**src/hw/cpu_pkg.sv**
```systemverilog
`default_nettype none

package cpu_pkg;

    localparam int data_width    = 32;
    localparam int addr_width    = 16;
    localparam int reg_count     = 8;
    localparam int reg_idx_width = 3;
    localparam int opcode_width  = 7;
    localparam int imm_width     = 16;

    // Store keeps the old encoding 7
    typedef enum logic [opcode_width-1:0] {
        op_add   = 7'd0,
        op_sub   = 7'd1,
        op_and   = 7'd2,
        op_or    = 7'd3,
        op_xor   = 7'd4,
        op_shl   = 7'd5,
        op_shr   = 7'd6,
        op_st    = 7'd7,
        op_cmplt = 7'd8,
        op_ldi   = 7'd9,
        op_ld    = 7'd10,
        op_jmp   = 7'd11,
        op_brf   = 7'd12,
        op_halt  = 7'd13
    } opcode_e;

    typedef struct packed {
        logic [12:0]              spare;
        logic [reg_idx_width-1:0] fd;      // Flag destination
        logic [reg_idx_width-1:0] rb;
        logic [reg_idx_width-1:0] ra;
        logic [reg_idx_width-1:0] rd;
        logic [opcode_width-1:0]  opcode;
    } instr_r_t;

    typedef struct packed {
        logic [4:0]               spare;
        logic [imm_width-1:0]     imm;
        logic                     hi;      // Upper half select
        logic [reg_idx_width-1:0] rd;
        logic [opcode_width-1:0]  opcode;
    } instr_i_t;

    typedef union packed {
        instr_r_t r;
        instr_i_t i;
    } instr_u;

    typedef struct packed {
        opcode_e               op;
        logic [data_width-1:0] a;
        logic [data_width-1:0] b;
        logic                  flag_a;
        logic                  flag_b;
        logic [imm_width-1:0]  imm;
        logic                  hi;
        logic [data_width-1:0] rd_value;   // Old rd contents for ldi
    } alu_req_t;

    typedef struct packed {
        logic [data_width-1:0] result;
        logic                  flag;
        logic                  res_valid;
        logic                  flag_valid;
    } alu_rsp_t;

    typedef struct packed {
        logic                  rd;
        logic                  wr;
        logic [addr_width-1:0] addr;
        logic [data_width-1:0] wdata;
    } mem_req_t;

    typedef struct packed {
        logic                     reg_en;
        logic [reg_idx_width-1:0] reg_idx;
        logic [data_width-1:0]    data;
        logic                     flag_en;
        logic [reg_idx_width-1:0] flag_idx;
        logic                     flag_val;
    } rf_wr_t;

endpackage

`default_nettype wire
```
**src/hw/cpu.sv**
```systemverilog
`default_nettype none

module cpu (
    input  logic                           clock,
    input  logic                           rst_n,
    input  logic [cpu_pkg::data_width-1:0] rdata,
    output cpu_pkg::mem_req_t              mem,
    output logic                           halted
);

    logic [cpu_pkg::reg_idx_width-1:0] ra_idx;
    logic [cpu_pkg::reg_idx_width-1:0] rb_idx;
    logic [cpu_pkg::data_width-1:0]    ra_data;
    logic [cpu_pkg::data_width-1:0]    rb_data;
    logic                              ra_flag;
    logic                              rb_flag;
    cpu_pkg::alu_req_t                 alu_req;
    cpu_pkg::alu_rsp_t                 alu_rsp;
    cpu_pkg::rf_wr_t                   rf_wr;

    cpu_control i_control (
        .clock   (clock),
        .rst_n   (rst_n),
        .rdata   (rdata),
        .ra_data (ra_data),
        .rb_data (rb_data),
        .ra_flag (ra_flag),
        .rb_flag (rb_flag),
        .alu_rsp (alu_rsp),
        .ra_idx  (ra_idx),
        .rb_idx  (rb_idx),
        .alu_req (alu_req),
        .rf_wr   (rf_wr),
        .mem     (mem),
        .halted  (halted)
    );

    reg_file i_reg_file (
        .clock   (clock),
        .rst_n   (rst_n),
        .ra_idx  (ra_idx),
        .rb_idx  (rb_idx),
        .wr      (rf_wr),
        .ra_data (ra_data),
        .rb_data (rb_data),
        .ra_flag (ra_flag),
        .rb_flag (rb_flag)
    );

    alu i_alu (
        .req (alu_req),
        .rsp (alu_rsp)
    );

endmodule

`default_nettype wire

```
**src/hw/cpu_control.sv**
```systemverilog
`default_nettype none

module cpu_control (
    input  logic                              clock,
    input  logic                              rst_n,
    input  logic [cpu_pkg::data_width-1:0]    rdata,
    input  logic [cpu_pkg::data_width-1:0]    ra_data,
    input  logic [cpu_pkg::data_width-1:0]    rb_data,
    input  logic                              ra_flag,
    input  logic                              rb_flag,
    input  cpu_pkg::alu_rsp_t                 alu_rsp,
    output logic [cpu_pkg::reg_idx_width-1:0] ra_idx,
    output logic [cpu_pkg::reg_idx_width-1:0] rb_idx,
    output cpu_pkg::alu_req_t                 alu_req,
    output cpu_pkg::rf_wr_t                   rf_wr,
    output cpu_pkg::mem_req_t                 mem,
    output logic                              halted
);

    typedef enum logic [2:0] {
        st_fetch,
        st_decode,
        st_execute,
        st_load_wb,
        st_halted
    } state_t;

    state_t                          state;
    state_t                          state_next;
    logic                            run;      // Low for the first cycle out of reset
    logic [cpu_pkg::addr_width-1:0]  pc;
    cpu_pkg::instr_u                 ir;
    cpu_pkg::opcode_e                op;
    logic                            branch;

    function automatic logic known_op(input logic [cpu_pkg::opcode_width-1:0] code);
        logic ok;
        case (code)
            cpu_pkg::op_add, cpu_pkg::op_sub, cpu_pkg::op_and, cpu_pkg::op_or,
            cpu_pkg::op_xor, cpu_pkg::op_shl, cpu_pkg::op_shr, cpu_pkg::op_st,
            cpu_pkg::op_cmplt, cpu_pkg::op_ldi, cpu_pkg::op_ld, cpu_pkg::op_jmp,
            cpu_pkg::op_brf, cpu_pkg::op_halt: ok = 1'b1;
            default: ok = 1'b0;
        endcase
        return ok;
    endfunction

    assign op     = cpu_pkg::opcode_e'(ir.r.opcode);
    assign ra_idx = (op == cpu_pkg::op_ldi) ? ir.i.rd : ir.r.ra;   // ldi reads its own rd
    assign rb_idx = ir.r.rb;
    assign branch = (op == cpu_pkg::op_jmp || op == cpu_pkg::op_brf) && alu_rsp.flag;
    assign halted = (state == st_halted);

    always_comb
    begin
        alu_req.op = op;
        alu_req.a = ra_data;
        alu_req.b = rb_data;
        alu_req.flag_a = ra_flag;
        alu_req.flag_b = rb_flag;
        alu_req.imm = ir.i.imm;
        alu_req.hi = ir.i.hi;
        alu_req.rd_value = ra_data;
    end

    always_comb
    begin
        mem = '0;
        case (state)
            st_fetch:
            begin
                mem.rd = run;
                mem.addr = pc;
            end
            st_execute:
            begin
                mem.addr = rb_data[cpu_pkg::addr_width-1:0];
                mem.wdata = ra_data;
                mem.rd = (op == cpu_pkg::op_ld);
                mem.wr = (op == cpu_pkg::op_st);
            end
            default:
            begin
                mem.addr = pc;
            end
        endcase
    end

    always_comb
    begin
        rf_wr = '0;
        rf_wr.reg_idx = ir.r.rd;
        rf_wr.flag_idx = ir.r.fd;
        rf_wr.flag_val = alu_rsp.flag;
        rf_wr.data = alu_rsp.result;
        if (state == st_execute)
        begin
            rf_wr.reg_en = alu_rsp.res_valid;
            rf_wr.flag_en = alu_rsp.flag_valid;
        end
        else if (state == st_load_wb)
        begin
            rf_wr.reg_en = 1'b1;
            rf_wr.data = rdata;   // Word from the load address
        end
    end

    always_comb
    begin
        state_next = state;
        case (state)
            st_fetch:   state_next = run ? st_decode : st_fetch;
            st_decode:  state_next = st_execute;
            st_execute:
            begin
                if (op == cpu_pkg::op_halt || !known_op(ir.r.opcode))
                    state_next = st_halted;
                else if (op == cpu_pkg::op_ld)
                    state_next = st_load_wb;
                else
                    state_next = st_fetch;
            end
            st_load_wb: state_next = st_fetch;
            default:    state_next = st_halted;
        endcase
    end

    always_ff @(posedge clock or negedge rst_n)
    begin
        if (!rst_n)
        begin
            state <= st_fetch;
            run <= 1'b0;
            pc <= '0;
        end
        else
        begin
            state <= state_next;
            run <= 1'b1;
            if (state == st_execute)
                pc <= branch ? rb_data[cpu_pkg::addr_width-1:0] : pc + 1'b1;
        end
    end

    always_ff @(posedge clock)
    begin
        if (state == st_decode)
            ir <= rdata;   // Fetched word is on rdata during decode
    end

    a_strobes_exclusive: assert property (
        @(posedge clock) disable iff (!rst_n)
        !(mem.rd && mem.wr)
    ) else $error("read and write strobes high together");

    a_quiet_when_halted: assert property (
        @(posedge clock) disable iff (!rst_n)
        halted |-> (!mem.rd && !mem.wr)
    ) else $error("memory strobe raised while halted");

    a_unknown_op_halts: assert property (
        @(posedge clock) disable iff (!rst_n)
        (state == st_execute && !known_op(ir.r.opcode)) |=> halted
    ) else $error("unknown opcode did not halt the core");

endmodule

`default_nettype wire

```
**src/hw/alu.sv**
```systemverilog
`default_nettype none

module alu (
    input  cpu_pkg::alu_req_t req,
    output cpu_pkg::alu_rsp_t rsp
);

    logic [cpu_pkg::data_width:0]   sum;
    logic [cpu_pkg::data_width:0]   diff;
    logic [cpu_pkg::data_width:0]   shl_w;
    logic [cpu_pkg::data_width:0]   shr_w;
    logic [4:0]                     shamt;
    logic [cpu_pkg::data_width-1:0] logic_res;

    assign shamt = req.b[4:0];
    assign sum   = {1'b0, req.a} + {1'b0, req.b};
    assign diff  = {1'b0, req.a} - {1'b0, req.b};   // Top bit is the borrow
    assign shl_w = {1'b0, req.a} << shamt;
    assign shr_w = {req.a, 1'b0} >> shamt;          // Low bit catches the last one out

    always_comb
    begin
        rsp = '0;
        logic_res = '0;
        case (req.op)
            cpu_pkg::op_add:
            begin
                {rsp.flag, rsp.result} = sum;
                rsp.res_valid = 1'b1;
                rsp.flag_valid = 1'b1;
            end
            cpu_pkg::op_sub:
            begin
                {rsp.flag, rsp.result} = diff;
                rsp.res_valid = 1'b1;
                rsp.flag_valid = 1'b1;
            end
            cpu_pkg::op_and, cpu_pkg::op_or, cpu_pkg::op_xor:
            begin
                if (req.op == cpu_pkg::op_and)
                    logic_res = req.a & req.b;
                else if (req.op == cpu_pkg::op_or)
                    logic_res = req.a | req.b;
                else
                    logic_res = req.a ^ req.b;
                rsp.result = logic_res;
                rsp.flag = |logic_res;   // Nonzero
                rsp.res_valid = 1'b1;
                rsp.flag_valid = 1'b1;
            end
            cpu_pkg::op_shl:
            begin
                {rsp.flag, rsp.result} = shl_w;
                rsp.res_valid = 1'b1;
                rsp.flag_valid = 1'b1;
            end
            cpu_pkg::op_shr:
            begin
                {rsp.result, rsp.flag} = shr_w;
                rsp.res_valid = 1'b1;
                rsp.flag_valid = 1'b1;
            end
            cpu_pkg::op_cmplt:
            begin
                rsp.flag = req.a < req.b;   // Unsigned
                rsp.flag_valid = 1'b1;
            end
            cpu_pkg::op_ldi:
            begin
                if (req.hi)
                    rsp.result = {req.imm, req.rd_value[cpu_pkg::imm_width-1:0]};
                else
                    rsp.result = {req.rd_value[cpu_pkg::data_width-1:cpu_pkg::imm_width],
                                  req.imm};
                rsp.res_valid = 1'b1;
            end
            cpu_pkg::op_jmp: rsp.flag = 1'b1;           // Always taken
            cpu_pkg::op_brf: rsp.flag = req.flag_a;     // Taken on ra's flag
            default:         rsp.flag = req.flag_b;     // Nothing written
        endcase
    end

endmodule

`default_nettype wire

```
**src/hw/reg_file.sv**
```systemverilog
`default_nettype none

module reg_file (
    input  logic                                 clock,
    input  logic                                 rst_n,
    input  logic [cpu_pkg::reg_idx_width-1:0]    ra_idx,
    input  logic [cpu_pkg::reg_idx_width-1:0]    rb_idx,
    input  cpu_pkg::rf_wr_t                      wr,
    output logic [cpu_pkg::data_width-1:0]       ra_data,
    output logic [cpu_pkg::data_width-1:0]       rb_data,
    output logic                                 ra_flag,
    output logic                                 rb_flag
);

    logic [cpu_pkg::data_width-1:0] regs [cpu_pkg::reg_count];
    logic [cpu_pkg::reg_count-1:0]  flags;

    assign ra_data = regs[ra_idx];
    assign rb_data = regs[rb_idx];
    assign ra_flag = flags[ra_idx];
    assign rb_flag = flags[rb_idx];

    always_ff @(posedge clock or negedge rst_n)
    begin
        if (!rst_n)
        begin
            for (int i = 0; i < cpu_pkg::reg_count; i++)
            begin
                regs[i] <= '0;
            end
            flags <= '0;
        end
        else
        begin
            if (wr.reg_en)
                regs[wr.reg_idx] <= wr.data;
            if (wr.flag_en)
                flags[wr.flag_idx] <= wr.flag_val;   // May differ from reg_idx
        end
    end

    // At most one write per instruction, and no instruction is shorter than 3 cycles
    a_no_back_to_back_write: assert property (
        @(posedge clock) disable iff (!rst_n)
        (wr.reg_en || wr.flag_en) |=> !(wr.reg_en || wr.flag_en)
    ) else $error("register file written in two consecutive cycles");

endmodule

`default_nettype wire

```
**config.mk**
```make
export PLATFORM = sky130hd
export DESIGN_NAME = cpu
export DESIGN_NICKNAME = d
export VERILOG_FILES = /design/src/hw/cpu_pkg.sv /design/src/hw/cpu.sv /design/src/hw/cpu_control.sv /design/src/hw/alu.sv /design/src/hw/reg_file.sv
export SDC_FILE = /design/constraint.sdc
export NUM_CORES = 1
export LEC_CHECK = 0
export ABC_CLOCK_PERIOD_IN_PS = 17100
export BUFFER_PORTS_ARGS = -buffer_cell sky130_fd_sc_hd__buf_4
export CAP_MARGIN = 20
export CORE_AREA = 2 2 172 300
export DETAILED_ROUTE_END_ITERATION = 12
export DIE_AREA = 0 0 174 302
export GPL_ROUTABILITY_DRIVEN = 1
export PLACE_DENSITY = 0.76
export SLEW_MARGIN = 5
export SYNTH_ARGS = -nofsm -noshare
export SYNTH_HDL_FRONTEND = slang
export SYNTH_SLANG_ARGS = --single-unit
```
**constraint.sdc**
```tcl
create_clock -name clock -period 17.1 [get_ports clock]
set_input_delay 0 -clock clock [delete_from_list [all_inputs] [get_ports clock]]
set_output_delay 0 -clock clock [all_outputs]
set_load 0.02 [all_outputs]
```
==> flow_summary.json, run 1 <==
{
  "synthCells": 3629,
  "grt_max_degree": 185,
  "lastStage": "global routing (5_1_grt)",
  "synth_xor_area_frac": 0.00502,
  "synthArstFlopShare": 0.910,
  "cts_resized": 0,
  "seq_area_frac_synth": 0.267,
  "synth_compound_area_frac": 0.287,
  "yosys_register_bits": 312,
  "rows": 109,
  "synth_edf_count": 27,
  "dieHeight_um": 302,
  "ys_warn_count": 0,
  "stop_error": "[ERROR GRT-0116] Global routing finished with congestion. Check the congestion regions in the DRC Viewer.",
  "gp_congestion": 1.28,
  "synthDistinctLibCells": 110,
  "start_util": 0.591,
  "ios": 85,
  "netlist_area_sq_um": 29700,
  "hpwl_mm": 117,
  "h-tree-depth": 1,
  "synth_nets": 3770,
  "grt_pass1_wl_mm": 283,
  "synthAdderAreaFrac": 0.0456,
  "yosys.area_share.simple": 0.188,
  "muxShareOfSynthArea": 0.143,
  "synth_top_flop_cell": "dfrtp_1",
  "status": "stopped before the end",
  "clockBufferDepth": 3,
  "synth_top_family_by_area": "compound AO/OA/AOI/OAI gates",
  "postSynthAreaPerCell_sq_um": 8.18,
  "track_usage": 0.724,
  "overflow": 270,
  "post_cts_buffers": 0,
  "dieWidth_um": 174,
  "cts_root_buf": "clkbuf_16",
  "numCtsBuffers": 30,
  "numPortBuffers": 84,
  "pre_cts_ws_ns": 8.55,
  "grt_pass1_vias": 38300,
  "clkSinkCount": 312,
  "place_inst": 4178
}
kinds of logic after synthesis:
kind of cell	count (synthesis)
mux	322
flops	312
compound gates	1233
other cells	1
buf+inv	441
simple gates	1196
xor+xnor	17
fa+ha+maj	107
stage by stage:
stage	utilization	cell area (sq um)	hold slack, ns
after floorplan	-	29700	-0.296
after global placement	0.613	30800	0.0845
after detailed placement	0.613	30800	0.0998
after CTS	0.642	32200	0.0843
cells in the mapped netlist (all sizes together), types with 10 or more instances:
cell type	number	area, sq um
o211ai	61	472
edfxtp	27	811
nand4	26	169
a21o	30	225
inv	119	447
nor3	64	332
ha	105	1310
mux2	135	1520
and2	18	113
o21ai	224	1170
o31ai	38	299
a21boi	30	233
o22ai	49	307
a22o	22	193
a221oi	22	199
mux4	68	1530
dfrtp	284	7110
xnor2	14	123
and3	38	238
clkbuf	202	758
o221ai	15	131
o32ai	26	258
o21bai	11	82.6
a311o	17	170
a22oi	75	568
nor4	17	106
a211oi	156	1190
or3	14	92.6
a311oi	10	87.6
a221o	27	272
nor2b	18	113
nand2	445	1690
nand2b	152	951
nor2	303	1160
a31oi	52	325
buf	120	659
mux2i	119	1190
a211o	10	90.1
a21oi	264	1330
nand3	65	343
what timing repair did:
item,in CTS
hold endpoints to repair,186
hold buffers,31
setup endpoints to repair,0
metal layers:
layer  GRT overflow  global-route usage
met1              0               0.716
met2            131               0.934
met3              6               0.526
met4            132               0.743
met5              1               0.160
==> run 2, diff against run 1 <==
Settings changed: CORE_AREA 2 2 172 300 to 2 2 276 278, DIE_AREA 0 0 174 302 to 0 0 278 280, PLACE_DENSITY 0.76 to default, PLACE_DENSITY_LB_ADDON from default to 0.15.
==> flow_summary.json, run 2 <==
{
  "rsz0062_at_grt": "false",
  "antenna_found_initial": 10,
  "hpwl_mm": 111,
  "cts-hold-fix-buffers": 31,
  "final_cell_mix": "nand2_1 (441), nor2_1 (292), dfrtp_1 (284)",
  "synth_top_family_by_area": "compound AO/OA/AOI/OAI gates",
  "muxShareOfSynthArea": 0.143,
  "clk_pin_slew_ns": 0.07,
  "fin_ws_ns": 7.75,
  "worst_slew_pin_slew_ns": 1.32,
  "dr_total_vias": 31200,
  "violations": "negative hold slack",
  "firstDrtPassIters": 6,
  "dieHeight_um": 280,
  "grt_pass1_wl_mm": 220,
  "final_nets": 3732,
  "synthCells": 3629,
  "postSynthAreaPerCell_sq_um": 8.18,
  "worstPathRequired_ns": 17.63,
  "synth_compound_area_frac": 0.287,
  "worstHoldPathType": "input pin to async pin",
  "h-tree-depth": 2,
  "power_mw": 2.30,
  "powerDensity_nw_per_um2": 70.0,
  "die_area_sq_um": 77800,
  "syn_to_final_growth_pct": 10.9,
  "rows": 101,
  "netlist_area_sq_um": 29700,
  "drive_gt1_frac": 0.157,
  "post_cts_buffers": 0,
  "synth_top_flop_cell": "dfrtp_1",
  "cts_tree": "yes",
  "finalHoldViolCount": 5,
  "top_register": "i_reg_file.regs",
  "reg2reg_slack_ns": 7.75,
  "remaining_drc_errors": 0,
  "synth.most_common_cell": "nand2_1",
  "numPortBuffers": 84,
  "clk_latency_ns": 0.59,
  "drt_iter0_markers": 4425,
  "viasPerCell": 6.77,
  "pre_cts_ws_ns": 8.27,
  "reg.largest.list": "i_reg_file.regs: 256 flops, i_control.ir: 27 flops, i_control.pc: 16 flops",
  "clkSinkCount": 312,
  "num-fill-cells": 7558,
  "synthAdderAreaFrac": 0.0456,
  "track_usage": 0.389,
  "cts_root_buf": "clkbuf_16",
  "setup_viol": 0,
  "synthTopCellsByCount": "nand2_1 (443), nor2_1 (296), dfrtp_1 (284), a21oi_1 (263), clkbuf_1 (202)",
  "synth_top_area_frac": 0.239,
  "fin_hold_ws_ns": -0.0245,
  "synth_nets": 3770,
  "fmax_mhz": 107,
  "endpoint_kind": "flop",
  "synthArstFlopShare": 0.910,
  "status": "finished with violations",
  "grt_max_degree": 99,
  "drt-total-wl_mm": 155,
  "ios": 85,
  "start_util": 0.395,
  "numCtsBuffers": 41,
  "routedWlPerCell_um": 33.6,
  "yosys_register_bits": 312,
  "clock-skew-final_ns": 0.0187,
  "dieWidth_um": 278,
  "layout_commonest_cell": "nand2_1",
  "synthDistinctLibCells": 110,
  "cts_resized": 0,
  "seq_area_frac_synth": 0.267,
  "ys_warn_count": 0,
  "arrival_ns": 9.88,
  "place_inst": 4492,
  "finalSetupTns_ns": 0,
  "max-cap-violations": 0,
  "coreArea_sq_um": 75200,
  "ir_drop_mv": 0.0688,
  "critical_path_class": "flop to flop",
  "synth_top_cells_by_area": "dfrtp_1 (24%), nand2_1 (5.6%), mux4_2 (5.2%)",
  "crit_fanout": 53,
  "finalCritPeriodShare": 0.547,
  "final_cells": 4604,
  "relSlewSlack": 0.112,
  "gp_congestion": 1.13,
  "synth_top_area_cell": "dfrtp_1",
  "synth_xor_area_frac": 0.00502,
  "overflow": 0,
  "ant_nets": 0,
  "startpoint_type": "flop",
  "grt_pass1_vias": 28900,
  "yosys.area_share.simple": 0.188,
  "period_minus_slack_ns": 9.35,
  "largest_register_ffs": 256,
  "clockBufferDepth": 3,
  "leakage_nw": 13.4,
  "synth_edf_count": 27,
  "drv_slew": 0
}
==> run 2: cell counts after synthesis <==
Identical to the previous run, type by type.
==> run 2: final cells by class <==
cell class | count | area (sq um) | area share
Tap cell | 978 | 1220 | 0.0372
Sequential cell | 312 | 7940 | 0.241
Timing Repair Buffer | 241 | 1900 | 0.0576
Multi-Input combinational cell | 2876 | 20000 | 0.607
Clock inverter | 15 | 183 | 0.00555
Inverter | 119 | 447 | 0.0136
Antenna cell | 4 | 10.0 | 0.000304
Clock buffer | 59 | 1230 | 0.0373
==> run 2: worst paths after layout <==
check,start,to,cells past startpoint
max,i_control.ir[0]$_DFFE_PP_,i_reg_file.regs[27]$_DFFE_PN0P_,23
min,rst_n,i_control.pc[15]$_DFFE_PN0P_,2
max reg2reg,i_control.ir[0]$_DFFE_PP_,i_reg_file.regs[27]$_DFFE_PN0P_,23
min reg2reg,i_reg_file.regs[53]$_DFFE_PN0P_,i_reg_file.regs[53]$_DFFE_PN0P_,2
max in group asynchronous,rst_n,i_reg_file.regs[244]$_DFFE_PN0P_,4
min in group clock,rdata[15],i_control.ir[15]$_DFFE_PP_,2
==> run 2: metal layers <==
metal  track usage  share of wire  vias up
met5             0        0.00026        -
met4         0.222          0.066        6
met3         0.110           0.11      432
met2         0.558           0.41     1932
met1         0.522           0.41    15400
li1              -              -    13500
==> run 2: kinds of logic (layout without fill, tap and decap cells) <==
| logic type | Yosys count | count (layout) |
|---|---|---|
| buf+inv | 441 | 434 |
| mux | 322 | 322 |
| other cells | 1 | 5 |
| simple gates | 1196 | 1196 |
| compound gates | 1233 | 1233 |
| flops | 312 | 312 |
| xor+xnor | 17 | 17 |
| fa+ha+maj | 107 | 107 |
==> run 2: critical path, cell delays in order (launching register included) <==
cell and delay, ns:
edfxtp_1 0.33, buf_4 0.28, buf_4 0.59, and4bb_4 0.57, buf_4 0.59, buf_4 0.48
a21boi_4 0.19, buf_4 0.32, o211ai_1 0.51, a211oi_1 0.14, or3_1 0.72, inv_1 0.19
ha_1 0.34, and2_1 0.23, a221o_1 0.32, o211ai_1 0.38, a211oi_1 0.22, o41ai_1 0.73
o21ai_0 0.23, a21oi_1 0.25, a221o_1 0.17, o21ai_0 0.13, a41oi_1 0.88, mux2_2 0.31
==> run 2: power breakdown <==
part	switching, mW	internal [mW]
Combinational	0.397	0.179
Sequential	0.0300	0.776
Clock	0.374	0.546
Total	0.802	1.50
==> run 2: through the flow <==
step / instance area [sq um] / util
floorplan: 29700 / -
global placement: 31100 / 0.414
detailed placement: 31100 / 0.414
CTS: 32900 / 0.437
global route: 32900 / 0.437
finish: 32900 / 0.438
Note: power is estimated with default switching activity, not from simulation.
